## config.mk

```make
export PLATFORM = sky130hd
export DESIGN_NAME = vote_counter
export DESIGN_NICKNAME = d
export VERILOG_FILES = /design/src/verilog/vote_cfg_pkg.sv /design/src/verilog/vote_types_pkg.sv /design/src/verilog/vote_decode.sv /design/src/verilog/vote_group_sum.sv /design/src/verilog/vote_accumulate.sv /design/src/verilog/vote_result.sv /design/src/verilog/vote_counter.sv
export SDC_FILE = /design/constraint.sdc
export NUM_CORES = 1
export LEC_CHECK = 0
export BUFFER_PORTS_ARGS = -buffer_cell sky130_fd_sc_hd__buf_2
export CORE_MARGIN = 8
export CORE_UTILIZATION = 54
export DETAILED_ROUTE_END_ITERATION = 8
export GPL_TIMING_DRIVEN = 0
export HOLD_SLACK_MARGIN = 0.06
export PLACE_DENSITY = 0.75
export REMOVE_ABC_BUFFERS = 1
export SYNTH_ARGS = -nofsm -noshare
export SYNTH_HDL_FRONTEND = slang
export SYNTH_SLANG_ARGS = --single-unit
```

## constraint.sdc

```tcl
create_clock -name clk -period 6.3 [get_ports clk]
set_input_delay 1.26 -clock clk [delete_from_list [all_inputs] [get_ports clk]]
set_output_delay 1.26 -clock clk [all_outputs]
set_load 0.01 [all_outputs]
```

## src/verilog/vote_cfg_pkg.sv

```systemverilog
package vote_cfg_pkg;

    // default number of reporting cores
    parameter int def_core_num = 16;

    // cores per adder group, must divide def_core_num
    parameter int def_group_size = 4;

    // accumulator width
    // 30 signed bits hold about +-500M votes before any wrap
    parameter int def_acc_width = 30;

    // one signed vote holds -1, 0 or +1
    parameter int vote_width = 2;

    // signed width for a sum of group_size votes
    // range is -group_size .. +group_size, plus one sign bit
    function automatic int group_sum_width(input int group_size);
        return $clog2(group_size + 1) + 1;
    endfunction

endpackage

```

## src/verilog/vote_types_pkg.sv

```systemverilog
package vote_types_pkg;

    // control bits that ride alongside one batch
    // valid marks a real batch in this pipeline slot
    // last closes a run and asks for a result
    typedef struct packed {
        logic valid;
        logic last;
    } batch_ctrl_t;

    // reported answer of a run
    // valid is a one-cycle pulse
    // sign is set for a negative sum
    // zero is set when the sum is exactly zero
    typedef struct packed {
        logic valid;
        logic sign;
        logic zero;
    } result_t;

endpackage

```

## src/verilog/vote_decode.sv

```systemverilog
`timescale 1ns/1ps

module vote_decode #(
    parameter int core_num = vote_cfg_pkg::def_core_num
) (
    input  logic                                            clk,
    input  logic                                            rst,
    input  logic                                            batch_valid,
    input  logic                                            batch_last,
    // mask of cores that report this cycle
    input  logic [core_num-1:0]                             store,
    input  logic [core_num-1:0]                             core_result,
    output vote_types_pkg::batch_ctrl_t                     ctrl,
    output logic signed [vote_cfg_pkg::vote_width-1:0]      votes [core_num]
);

    import vote_cfg_pkg::*;

    // vote encodings
    localparam logic signed [vote_width-1:0] vote_up   = vote_width'(1);
    localparam logic signed [vote_width-1:0] vote_down = -vote_width'(1);
    localparam logic signed [vote_width-1:0] vote_none = '0;

    // control travels with the batch
    always_ff @(posedge clk) begin
        if (rst) begin
            ctrl <= '0;
        end else begin
            ctrl.valid <= batch_valid;
            ctrl.last  <= batch_valid & batch_last;
        end
    end

    // one vote per core, sampled every cycle
    always_ff @(posedge clk) begin
        for (int i = 0; i < core_num; i++) begin
            if (!batch_valid || !store[i]) begin
                // idle slot or silent core
                votes[i] <= vote_none;
            end else if (core_result[i]) begin
                votes[i] <= vote_up;
            end else begin
                // reported 0 counts against
                votes[i] <= vote_down;
            end
        end
    end

endmodule

```

## src/verilog/vote_group_sum.sv

```systemverilog
`timescale 1ns/1ps

module vote_group_sum #(
    parameter int core_num   = vote_cfg_pkg::def_core_num,
    parameter int group_size = vote_cfg_pkg::def_group_size
) (
    input  logic                                        clk,
    input  logic                                        rst,
    input  vote_types_pkg::batch_ctrl_t                 ctrl_in,
    input  logic signed [vote_cfg_pkg::vote_width-1:0]  votes [core_num],
    output vote_types_pkg::batch_ctrl_t                 ctrl_out,
    output logic signed [vote_cfg_pkg::group_sum_width(group_size)-1:0]
                                                        sums [core_num/group_size]
);

    import vote_cfg_pkg::*;

    // number of adder groups
    localparam int group_num = core_num / group_size;
    // signed width of one partial sum
    localparam int sum_w = group_sum_width(group_size);

    // control follows the partial sums by one stage
    always_ff @(posedge clk) begin
        if (rst) begin
            ctrl_out <= '0;
        end else begin
            ctrl_out <= ctrl_in;
        end
    end

    // one adder per group of consecutive cores
    for (genvar g = 0; g < group_num; g++) begin : g_group
        logic signed [sum_w-1:0] group_total;

        // sign-extend each vote before adding
        always_comb begin
            group_total = '0;
            for (int k = 0; k < group_size; k++) begin
                group_total = group_total + sum_w'(votes[g*group_size + k]);
            end
        end

        // partial sum register
        // idle slots carry zero votes, so no gating here
        always_ff @(posedge clk) begin
            sums[g] <= group_total;
        end
    end

endmodule

```

## src/verilog/vote_accumulate.sv

```systemverilog
`timescale 1ns/1ps

module vote_accumulate #(
    parameter int core_num   = vote_cfg_pkg::def_core_num,
    parameter int group_size = vote_cfg_pkg::def_group_size,
    parameter int acc_width  = vote_cfg_pkg::def_acc_width
) (
    input  logic                                        clk,
    input  logic                                        rst,
    // restart strobe, bias chosen by even and tie_bit
    input  logic                                        clear,
    input  logic                                        even,
    input  logic                                        tie_bit,
    input  vote_types_pkg::batch_ctrl_t                 ctrl_in,
    input  logic signed [vote_cfg_pkg::group_sum_width(group_size)-1:0]
                                                        sums [core_num/group_size],
    output vote_types_pkg::batch_ctrl_t                 ctrl_out,
    output logic signed [acc_width-1:0]                 acc_value
);

    import vote_cfg_pkg::*;

    localparam int group_num = core_num / group_size;

    logic signed [acc_width-1:0] batch_total;
    logic signed [acc_width-1:0] bias;

    // add all partial sums at full accumulator width
    always_comb begin
        batch_total = '0;
        for (int g = 0; g < group_num; g++) begin
            batch_total = batch_total + acc_width'(sums[g]);
        end
    end

    // preload value on clear
    // an odd start keeps an even vote count off zero
    always_comb begin
        if (!even) begin
            bias = '0;
        end else if (tie_bit) begin
            // all ones is -1
            bias = '1;
        end else begin
            bias = acc_width'(1);
        end
    end

    always_ff @(posedge clk) begin
        if (rst) begin
            ctrl_out  <= '0;
            acc_value <= '0;
        end else begin
            // ctrl lines up with the updated sum
            ctrl_out <= ctrl_in;
            if (clear) begin
                acc_value <= bias;
            end else if (ctrl_in.valid) begin
                acc_value <= acc_value + batch_total;
            end
        end
    end

endmodule

```

## src/verilog/vote_result.sv

```systemverilog
`timescale 1ns/1ps

module vote_result #(
    parameter int acc_width = vote_cfg_pkg::def_acc_width
) (
    input  logic                            clk,
    input  logic                            rst,
    input  vote_types_pkg::batch_ctrl_t     ctrl_in,
    // running sum including the batch in ctrl_in
    input  logic signed [acc_width-1:0]     acc_value,
    output vote_types_pkg::result_t         res
);

    logic acc_neg;
    logic acc_zero;
    logic run_done;

    // top bit of the two's complement sum
    assign acc_neg  = acc_value[acc_width-1];
    assign acc_zero = (acc_value == '0);

    // last batch of the run has reached the accumulator
    assign run_done = ctrl_in.valid & ctrl_in.last;

    always_ff @(posedge clk) begin
        if (rst) begin
            // sign and zero read low until the first answer
            res <= '0;
        end else begin
            res.valid <= run_done;
            if (run_done) begin
                res.sign <= acc_neg;
                res.zero <= acc_zero;
            end
            // otherwise hold the previous answer
        end
    end

endmodule

```

## src/verilog/vote_counter.sv

```systemverilog
`timescale 1ns/1ps

module vote_counter #(
    parameter int core_num   = vote_cfg_pkg::def_core_num,
    parameter int group_size = vote_cfg_pkg::def_group_size,
    parameter int acc_width  = vote_cfg_pkg::def_acc_width
) (
    input  logic                        clk,
    input  logic                        rst,
    input  logic                        clear,
    input  logic                        even,
    input  logic                        tie_bit,
    input  logic                        batch_valid,
    input  logic                        batch_last,
    input  logic [core_num-1:0]         store,
    input  logic [core_num-1:0]         core_result,
    output logic                        result_valid,
    output logic                        sign_bit,
    output logic                        zero,
    output logic signed [acc_width-1:0] sum
);

    import vote_cfg_pkg::*;
    import vote_types_pkg::*;

    localparam int group_num = core_num / group_size;
    localparam int sum_w     = group_sum_width(group_size);

    // decode to execute
    batch_ctrl_t                    dec_ctrl;
    logic signed [vote_width-1:0]   dec_votes [core_num];

    // group adders to accumulator
    batch_ctrl_t                    grp_ctrl;
    logic signed [sum_w-1:0]        grp_sums [group_num];

    // accumulator to result
    batch_ctrl_t                    acc_ctrl;
    logic signed [acc_width-1:0]    acc_value;

    result_t                        res;

    // decode, votes land at E
    vote_decode #(
        .core_num (core_num)
    ) u_decode (
        .clk         (clk),
        .rst         (rst),
        .batch_valid (batch_valid),
        .batch_last  (batch_last),
        .store       (store),
        .core_result (core_result),
        .ctrl        (dec_ctrl),
        .votes       (dec_votes)
    );

    // execute first half, partial sums at E+1
    vote_group_sum #(
        .core_num   (core_num),
        .group_size (group_size)
    ) u_group_sum (
        .clk      (clk),
        .rst      (rst),
        .ctrl_in  (dec_ctrl),
        .votes    (dec_votes),
        .ctrl_out (grp_ctrl),
        .sums     (grp_sums)
    );

    // execute second half, sum at E+2
    vote_accumulate #(
        .core_num   (core_num),
        .group_size (group_size),
        .acc_width  (acc_width)
    ) u_accumulate (
        .clk       (clk),
        .rst       (rst),
        .clear     (clear),
        .even      (even),
        .tie_bit   (tie_bit),
        .ctrl_in   (grp_ctrl),
        .sums      (grp_sums),
        .ctrl_out  (acc_ctrl),
        .acc_value (acc_value)
    );

    // result pulse at E+3
    vote_result #(
        .acc_width (acc_width)
    ) u_result (
        .clk       (clk),
        .rst       (rst),
        .ctrl_in   (acc_ctrl),
        .acc_value (acc_value),
        .res       (res)
    );

    assign result_valid = res.valid;
    assign sign_bit     = res.sign;
    assign zero         = res.zero;
    assign sum          = acc_value;

endmodule

```

# Word-level counts from Yosys, hierarchy flattened
# Index checks and enable logic that the tools add are counted.
[word_totals]
memories = 0
romBits = 0
elab_cells = 103
out_inout_bits = 33
register_bits = 87
input_bits = 39
ramBits = 0
latch_bits = 0
[op_classes]
n_reduce_logical = 35
bitwise = 2
n_div = 0
n_eq_ne = 0
n_shift = 0
magnitude_cmp = 0
n_mux = 20
addsub = 16
mul = 0
[ops]
columns = ["cell", "count"]
rows = [
  ["$mux 30", 4],
  ["$mux 2", 16],
  ["$add 30x30->30", 1],
  ["$add 30x4->30", 1],
  ["$logic_not 30->1", 1],
  ["$logic_not 1->1", 17],
  ["$add 3x2->4", 4],
  ["$add 4x2->4", 4],
  ["$logic_or 1x1->1", 16],
  ["$add 2x2->3", 4],
  ["$add 5x4->6", 1],
  ["$add 4x4->5", 1],
  ["$and 1x1->1", 2],
  ["$reduce_bool 2->1", 1],
]

# Longest topological paths before layout
# Gate-level depths: netlist of the first run.
[logic_depth]
ltp_word = 6
ltp_mapped = 20
mapped_depth_nobuf = 18

# Cells and area by module
# A second synthesis of the first run with hierarchy kept.
[hier_totals]
cells_unflattened = 587
area_unflattened_um2 = 5839.4
[by_module_without_submodules]
columns = ["mod", "area_per_inst_um2", "instances", "cells_each", "seq_area_each_um2"]
rows = [
  ["vote_accumulate", 3562.2, 1, 402, 640.6],
  ["vote_group_sum", 1121.1, 1, 94, 360.3],
  ["vote_decode", 968.4, 1, 71, 680.7],
  ["vote_result", 187.7, 1, 20, 60.1],
]

# Least setup slack after synthesis of the first run
# OpenSTA, ideal clock, no wires.
[synth_timing]
kind = "register -> register"
startpoint = "reg u_group_sum.sums[5] (netlist name)"
endpoint = "reg u_accumulate.acc_value[19]"
path_stages_with_launch = 21
path_buffers = 2
t_required_ns = 6.179
arrival_time_ns = 4.449
synth_period_minus_slack_ns = 4.569
path_slack_ns = 1.731
cell_sequence = "dfxtp_1 inv_1 fa_1 inv_1 ha_1 fa_1 nand2_1 a31o_2 inv_1 fa_1 inv_1 ha_1 buf_2 and3_1 buf_2 and2_1 a221o_1 a31oi_1 mux2i_1 o32ai_1 nand2_1"
[synth_via]
elab_chain_len = 5
[synth_rtl]
columns = ["item", "line", "rtl"]
rows = [
  ["start, declared", "vote_group_sum.sv:13", "sums [core_num/group_size]"],
  ["start signal, assigned by index", "vote_group_sum.sv:47", "sums[g] <= group_total;"],
  ["$add 5x4->6", "vote_accumulate.sv:32", "batch_total = batch_total + acc_width'(sums[g]);"],
  ["$add 30x4->30", "vote_accumulate.sv:32", ""],
  ["$add 30x30->30", "vote_accumulate.sv:59", "acc_value <= acc_value + batch_total;"],
  ["$mux 30", "vote_accumulate.sv:58", "end else if (ctrl_in.valid) begin"],
  ["$mux 30", "vote_accumulate.sv:56", "if (clear) begin"],
  ["end signal, assigned", "vote_accumulate.sv:57", "acc_value <= bias;"],
  ["end signal, assigned", "vote_accumulate.sv:59", ""],
  ["end, declared", "vote_accumulate.sv:18", "output logic signed [acc_width-1:0] acc_value"],
]
# Every way passes these cells. The select of a mux whose other input is x is not followed.
# A chain may end at the register's enable or synchronous reset.

# Worst setup path in the final report of the first run
[layout_timing]
startpoint = "reg u_group_sum.sums[5] (netlist name)"
endpoint = "reg u_accumulate.acc_value[26]"
# The elaborated chain is that of the path after synthesis.

==> impl_metrics.xml, run 1 <==
<?xml version="1.0" encoding="UTF-8"?>
<metrics>
  <group name="timing">
    <metric name="post-route-period-util" unit="">0.8467</metric>
    <metric name="setup_violation_total_in_the_final_timing_report" unit="">0</metric>
    <metric name="final-max-slew-violation-count" unit="">0</metric>
    <metric name="finalHoldViolCount" unit="">0</metric>
    <metric name="finalWorstPathRequiredPeriod" unit="ns">5.334</metric>
    <metric name="timing.clock.skew" unit="ns">0.008472</metric>
    <metric name="tns" unit="ns">0</metric>
    <metric name="fmax" unit="MHz">187.5</metric>
    <metric name="rsz_0062_raised_after_global_routing" unit="">false</metric>
    <metric name="relSlewSlack" unit="">0.1117</metric>
    <metric name="tightest_slew" unit="ns">1.331</metric>
  </group>
  <group name="synthesis">
    <metric name="yosys.cell_types.count" unit="">62</metric>
    <metric name="yosysWarnings" unit="">0</metric>
    <metric name="synth_seq_area_share" unit="">0.2847</metric>
    <metric name="synthesis.area" unit="um2">6117</metric>
    <metric name="dominantRegCellSynth" unit="">dfxtp_1</metric>
    <metric name="yosys.area.top_type_share" unit="">0.2847</metric>
    <metric name="synthDominantAreaCellType" unit="">dfxtp_1</metric>
    <metric name="yosys-top-cells-area" unit="">dfxtp_1 28%, fa_1 18%, ha_1 8.4%, inv_1 7.4%, a21oi_1 3.2%</metric>
    <metric name="netlist_instances" unit="">669</metric>
    <metric name="count_of_flip_flops_with_a_built_in_enable_after_synthesis" unit="">0</metric>
    <metric name="synth_area_per_inst" unit="um2">9.144</metric>
    <metric name="synth-async-reset-ratio" unit="">0</metric>
    <metric name="synth_seq_cells" unit="">87</metric>
  </group>
  <group name="setup_path">
    <metric name="critPathCaptureType" unit="">flop</metric>
    <metric name="critical_path.slowest_cell" unit="">fa_1</metric>
    <metric name="worst-r2r-cell-count" unit="">18</metric>
    <metric name="path_class" unit="">reg -&gt; reg</metric>
    <metric name="worstSetupStartpointType" unit="">flop</metric>
    <metric name="setup.reg_to_reg.worst_slack" unit="ns">0.97</metric>
    <metric name="cp_data_required_time" unit="ns">6.53</metric>
    <metric name="crit-reg2reg-capture" unit="">u_accumulate.acc_value[26]</metric>
    <metric name="crit_path_start" unit="">u_group_sum.sums[5]</metric>
    <metric name="worst-endpoint-arrival" unit="ns">5.56</metric>
    <metric name="cell_chain_of_the_critical_path" unit="">inv_1 -&gt; fa_1 -&gt; inv_1 -&gt; ha_1 -&gt; fa_1 -&gt; nand2_1 -&gt; a31o_2 -&gt; inv_1 -&gt; fa_1 -&gt; inv_1 -&gt; ha_1 -&gt; a21o_1 -&gt; a31oi_1 -&gt; and2_1 -&gt; o31ai_4 -&gt; a2111oi_2 -&gt; mux2i_1 -&gt; nand2_1</metric>
    <metric name="critical_path.max_stage_delay" unit="ns">0.76</metric>
    <metric name="termination_of_the_worst_setup_path" unit="">u_accumulate.acc_value[26]</metric>
    <metric name="crit_path_frequent_cell" unit="">inv_1</metric>
    <metric name="cp_max_fo" unit="">24</metric>
    <metric name="timing.rr.start" unit="">u_group_sum.sums[5]</metric>
  </group>
  <group name="clocking">
    <metric name="clock_latency" unit="ns">0.34</metric>
    <metric name="cts_sinks" unit="">87</metric>
    <metric name="htreeDepth" unit="">3</metric>
    <metric name="tritoncts.num_buffers" unit="">9</metric>
    <metric name="cts.repair.resized" unit="">0</metric>
    <metric name="clkTransAtPathRegs" unit="ns">0.07</metric>
    <metric name="ctsLongestPathBuffers" unit="">2</metric>
    <metric name="cts_tree" unit="">yes</metric>
    <metric name="post_cts_hold_buffer_count" unit="">0</metric>
    <metric name="cts.root.buffer_cell" unit="">clkbuf_16</metric>
    <metric name="post_cts.repair.setup_buffers" unit="">0</metric>
  </group>
  <group name="routing">
    <metric name="drt_pre_antenna_iters" unit="">5</metric>
    <metric name="route.detailed.wl_per_inst" unit="um">16.17</metric>
    <metric name="drcViolationCount" unit="">0</metric>
    <metric name="dr.first_iter.drc_count" unit="">272</metric>
    <metric name="drt.antenna.violating_nets" unit="">0</metric>
    <metric name="viasPerCell" unit="">5.481</metric>
    <metric name="finalWirelength" unit="um">14120</metric>
    <metric name="route.vias.total" unit="">4785</metric>
  </group>
  <group name="grt">
    <metric name="total_congestion_overflow_after_global_routing" unit="">0</metric>
    <metric name="grt_start_max_net_pins" unit="">26</metric>
    <metric name="grt_pass1_wl" unit="um">23830</metric>
    <metric name="grt_antenna_before_repair" unit="">0</metric>
    <metric name="track_usage" unit="">0.1982</metric>
    <metric name="via_count_of_the_first_global_routing_pass" unit="">4937</metric>
  </group>
  <group name="floorplan">
    <metric name="coreArea" unit="um2">11220</metric>
    <metric name="effective_utilization_at_floorplan" unit="">0.5450</metric>
    <metric name="fp.dieW" unit="um">122.4</metric>
    <metric name="floorplan.io_pins" unit="">72</metric>
    <metric name="row_count" unit="">39</metric>
    <metric name="fp.dieArea" unit="um2">14990</metric>
    <metric name="die_y_extent" unit="um">122.4</metric>
  </group>
  <group name="final_layout">
    <metric name="area_delta_synth_final" unit="%">11.84</metric>
    <metric name="antennaDiodeCount" unit="">0</metric>
    <metric name="final_nets" unit="">860</metric>
    <metric name="fillCellCount" unit="">972</metric>
    <metric name="layout.cells.most_common" unit="">inv_1</metric>
    <metric name="drive_above_1_share" unit="">0.1452</metric>
    <metric name="layout_common_cells" unit="">119 x inv_1, 87 x dfxtp_1, 71 x buf_2</metric>
  </group>
  <group name="status">
    <metric name="outcome" unit="">complete, no violations</metric>
  </group>
  <group name="flow_run">
    <metric name="maxCapViolCount" unit="">0</metric>
  </group>
  <group name="place">
    <metric name="input_output_buffers" unit="">71</metric>
    <metric name="dp_hpwl" unit="um">10880</metric>
    <metric name="gpl.final_weighted_congestion" unit="">0.8957</metric>
  </group>
  <group name="worst_hold_path">
    <metric name="min_path_type" unit="">reg -&gt; reg</metric>
  </group>
</metrics>
-- critical path: cells and delay by family, from the launching register on --
family                     cells  cell delay [ns]
DFF                            1             0.31
buffers and inverters          4             0.71
muxes                          1             0.26
adders and majority gates      5             2.25
and+or+nand+nor                3             0.41
AOI/OAI and AO/OA              5             1.28
-- cell families after synthesis --
group | after synthesis | share of synthesized area
AOI/OAI and AO/OA | 153 | 0.1661
and+or+nand+nor | 150 | 0.1354
buffers and inverters | 147 | 0.09757
adders and majority gates | 96 | 0.2639
DFF | 87 | 0.2847
xor gates and xnor gates | 32 | 0.04582
muxes | 4 | 0.006546
-- synth_stat cells, drive strengths merged, types with 5 or more instances --
| cell type | number |
|---|---|
| inv | 120 |
| dfxtp | 87 |
| fa | 55 |
| ha | 41 |
| a21oi | 39 |
| o21ai | 39 |
| nand2 | 31 |
| nor2b | 23 |
| and2 | 21 |
| o21a | 19 |
| nor2 | 17 |
| xor2 | 17 |
| clkbuf | 16 |
| xnor2 | 15 |
| buf | 11 |
| nand3 | 11 |
| nand4 | 10 |
| a211oi | 8 |
| nor4 | 8 |
| a21o | 7 |
| a31oi | 6 |
| and3 | 5 |
| nor3 | 5 |
-- per-layer routing --
metal / up-vias / global-route usage / wire [um]
li1: 2329 / - / -
met1: 2306 / 0.2519 / 6198
met2: 137 / 0.3328 / 6904
met3: 13 / 0.03910 / 861
met4: 0 / 0.06398 / 152
met5: - / 0 / 0
-- flip-flops by register name (all words and copies together) (netlist names) --
name,flops
u_accumulate.ctrl_out,2
u_group_sum.sums,16
u_group_sum.ctrl_out,2
u_decode.ctrl,2
u_accumulate.acc_value,30
u_result.res,3
u_decode.votes,32
-- metrics by stage --
stage,worst slack (ns),instance area (um2),hold slack (ns),instances,util
floorplan,1.746,5971,0.4138,642,-
global placement,1.076,6505,0.4168,856,0.5796
detailed placement,0.9770,6526,0.4231,857,0.5815
CTS,0.9684,6842,0.4486,873,0.6096
global route,0.6531,6842,0.4623,873,0.6096
finish,0.9655,6842,0.4408,873,0.6096
-- how the worst min path moves through the flow --
stage | start | end | slack [ns] | cells after the start
after floorplan | u_group_sum.ctrl_out[0] | u_accumulate.ctrl_out[0] | 0.41 | 1
after detailed placement | u_decode.ctrl[1] | u_group_sum.ctrl_out[1] | 0.42 | 1
after global routing | u_decode.ctrl[0] | u_group_sum.ctrl_out[0] | 0.46 | 1
after CTS | u_decode.ctrl[0] | u_group_sum.ctrl_out[0] | 0.45 | 1
after global placement | u_decode.ctrl[0] | u_group_sum.ctrl_out[0] | 0.42 | 1
final | u_decode.ctrl[0] | u_group_sum.ctrl_out[0] | 0.44 | 1
-- area by class of cell --
type / instances / area [um2] / share of cell area
multi-input cells: 435 / 3785 / 0.5532
flip-flops and latches: 87 / 1742 / 0.2546
inverters: 120 / 450.4 / 0.06584
repair buffers: 72 / 370.4 / 0.05413
clock buffers: 9 / 225.2 / 0.03292
well taps: 143 / 178.9 / 0.02615
clock inverters: 7 / 90.09 / 0.01317
Power of run 1 is not shown: default switching activity piles up to over one toggle a cycle in this logic, so the estimate is an artifact.
==> inputs of run 2 (changes only) <==
clock period = 5.2 ns   (was 6.3 ns; I/O delays follow)
==> run 2 against run 1 <==
Against the previous run: critical path depth is 1 lower; worst hold slack hardly changed; global-route usage is 0.20 points higher; worst setup slack worse by 0.68 ns.
==> impl_metrics.xml, run 2 (synthesis results as in run 1) <==
<?xml version="1.0" encoding="UTF-8"?>
<metrics>
  <group name="final_layout">
    <metric name="final_nets" unit="">863</metric>
    <metric name="fin_area" unit="um2">6880</metric>
    <metric name="fillCellCount" unit="">964</metric>
    <metric name="postLayoutCoreUtil" unit="">0.6130</metric>
    <metric name="layout.cells.most_common" unit="">inv_1</metric>
    <metric name="largest_registers" unit="">u_decode.votes (32), u_accumulate.acc_value (30), u_group_sum.sums (16)</metric>
    <metric name="layout_common_cells" unit="">118 x inv_1, 87 x dfxtp_1, 71 x buf_2</metric>
    <metric name="largest_register_ffs" unit="">32</metric>
    <metric name="drive_above_1_share" unit="">0.1501</metric>
    <metric name="antennaDiodeCount" unit="">0</metric>
    <metric name="largest-register" unit="">u_decode.votes</metric>
    <metric name="area.sequential" unit="um2">1742</metric>
    <metric name="multi_input_comb_area" unit="um2">3785</metric>
    <metric name="area_delta_synth_final" unit="%">12.48</metric>
    <metric name="finish.cell_count_without_fillers" unit="">876</metric>
  </group>
  <group name="routing">
    <metric name="route.detailed.wl_per_inst" unit="um">16.30</metric>
    <metric name="finalWirelength" unit="um">14280</metric>
    <metric name="viasPerCell" unit="">5.482</metric>
    <metric name="drt_pre_antenna_iters" unit="">5</metric>
    <metric name="drcViolationCount" unit="">0</metric>
    <metric name="route.vias.total" unit="">4802</metric>
    <metric name="dr.first_iter.drc_count" unit="">295</metric>
    <metric name="drt.antenna.violating_nets" unit="">0</metric>
  </group>
  <group name="clocking">
    <metric name="clkTransAtPathRegs" unit="ns">0.07</metric>
    <metric name="ctsLongestPathBuffers" unit="">2</metric>
    <metric name="htreeDepth" unit="">3</metric>
    <metric name="cts_tree" unit="">yes</metric>
    <metric name="tritoncts.num_buffers" unit="">9</metric>
    <metric name="cts_sinks" unit="">87</metric>
    <metric name="cts.root.buffer_cell" unit="">clkbuf_16</metric>
    <metric name="clock_latency" unit="ns">0.34</metric>
  </group>
  <group name="place">
    <metric name="dpl_cell_area" unit="um2">6526</metric>
    <metric name="gpl.final_weighted_congestion" unit="">0.8957</metric>
    <metric name="placedCellCount" unit="">857</metric>
    <metric name="input_output_buffers" unit="">71</metric>
    <metric name="dp_hpwl" unit="um">10880</metric>
  </group>
  <group name="setup_path">
    <metric name="critical_path.slowest_cell" unit="">fa_1</metric>
    <metric name="worstSetupStartpointType" unit="">flop</metric>
    <metric name="setup.reg_to_reg.worst_slack" unit="ns">0.28</metric>
    <metric name="worstPathBufferInverterCount" unit="">4</metric>
    <metric name="critical_path.max_stage_delay" unit="ns">0.65</metric>
    <metric name="critPathCaptureType" unit="">flop</metric>
    <metric name="cp_max_fo" unit="">12</metric>
    <metric name="cell_chain_of_the_critical_path" unit="">inv_1 -&gt; fa_1 -&gt; inv_1 -&gt; ha_1 -&gt; fa_1 -&gt; nand2_1 -&gt; a31o_2 -&gt; clkinvlp_4 -&gt; fa_1 -&gt; inv_1 -&gt; ha_1 -&gt; o21a_1 -&gt; nand3_1 -&gt; o21a_1 -&gt; o31ai_1 -&gt; or4_1 -&gt; o211ai_1</metric>
    <metric name="worst-endpoint-arrival" unit="ns">5.13</metric>
    <metric name="worst_path_dominant_cell_family" unit="">adder cells</metric>
    <metric name="cp_data_required_time" unit="ns">5.41</metric>
    <metric name="path_class" unit="">reg -&gt; reg</metric>
  </group>
  <group name="timing">
    <metric name="final-max-slew-violation-count" unit="">0</metric>
    <metric name="post-route-period-util" unit="">0.9458</metric>
    <metric name="finalWorstPathRequiredPeriod" unit="ns">4.918</metric>
    <metric name="fmax" unit="MHz">203.3</metric>
    <metric name="rsz_0062_raised_after_global_routing" unit="">false</metric>
    <metric name="finalHoldViolCount" unit="">0</metric>
    <metric name="timing.clock.skew" unit="ns">0.007941</metric>
    <metric name="tightest_slew" unit="ns">1.067</metric>
    <metric name="relSlewSlack" unit="">0.2859</metric>
    <metric name="setup_violation_total_in_the_final_timing_report" unit="">0</metric>
  </group>
  <group name="floorplan">
    <metric name="floorplan.io_pins" unit="">72</metric>
    <metric name="effective_utilization_at_floorplan" unit="">0.5450</metric>
    <metric name="fp.dieW" unit="um">122.4</metric>
    <metric name="fp.dieArea" unit="um2">14990</metric>
    <metric name="die_y_extent" unit="um">122.4</metric>
    <metric name="coreArea" unit="um2">11220</metric>
    <metric name="row_count" unit="">39</metric>
  </group>
  <group name="grt">
    <metric name="via_count_of_the_first_global_routing_pass" unit="">4925</metric>
    <metric name="track_usage" unit="">0.2002</metric>
    <metric name="grt_antenna_before_repair" unit="">0</metric>
    <metric name="total_congestion_overflow_after_global_routing" unit="">0</metric>
    <metric name="grt_pass1_wl" unit="um">24030</metric>
    <metric name="grt_start_max_net_pins" unit="">26</metric>
  </group>
  <group name="worst_hold_path">
    <metric name="min_path_type" unit="">reg -&gt; reg</metric>
  </group>
  <group name="flow_run">
    <metric name="maxCapViolCount" unit="">0</metric>
  </group>
  <group name="status">
    <metric name="outcome" unit="">complete, no violations</metric>
  </group>
</metrics>
[run 2: stage by stage]
stage | hold WS [ns] | TNS [ns] | setup WS, ns
6_report | 0.4407 | 0 | 0.2818
5_1_grt | 0.4624 | 0 | 0.02358
4_1_cts | 0.4486 | 0 | 0.08129
3_5_place_dp | 0.4231 | -0.1848 | -0.1230
3_3_place_gp | 0.4168 | -0.02368 | -0.02368
2_1_floorplan | 0.4138 | 0 | 0.6461
[run 2: metal layers]
| metal | global-route usage | vias up | routed length [um] |
|---|---|---|---|
| met5 | 0 | - | 0 |
| met1 | 0.2550 | 2312 | 6323 |
| li1 | - | 2331 | - |
| met2 | 0.3365 | 140 | 6830 |
| met3 | 0.03772 | 19 | 888 |
| met4 | 0.06474 | 0 | 232 |
[run 2: what timing repair did]
action | 4_1_cts | 5_1_grt
cloned | 1 | 0
resized for setup | 2 | 0
buffers inserted | 0 | 2
hold endpoints to repair | 0 | 0
setup endpoints to repair | 4 | 8
hold buffers | 0 | 0
[run 2: layout make-up]
type / instances / share of cell area
Tap cell: 143 / 0.02600
Sequential cell: 87 / 0.2531
Clock buffer: 9 / 0.03273
Clock inverter: 7 / 0.01309
Timing Repair inverter: 1 / 0.001091
Multi-Input combinational cell: 435 / 0.5501
Timing Repair Buffer: 74 / 0.05783
Inverter: 120 / 0.06601
[run 2: worst paths after layout]
path                  startpoint  depth (start not counted)                          to
max reg2reg  u_group_sum.sums[5]                         17  u_accumulate.acc_value[29]
min reg2reg     u_decode.ctrl[0]                          1     u_group_sum.ctrl_out[0]
max          u_group_sum.sums[5]                         17  u_accumulate.acc_value[29]
min             u_decode.ctrl[0]                          1     u_group_sum.ctrl_out[0]
Power of run 2 is left out for the same reason.
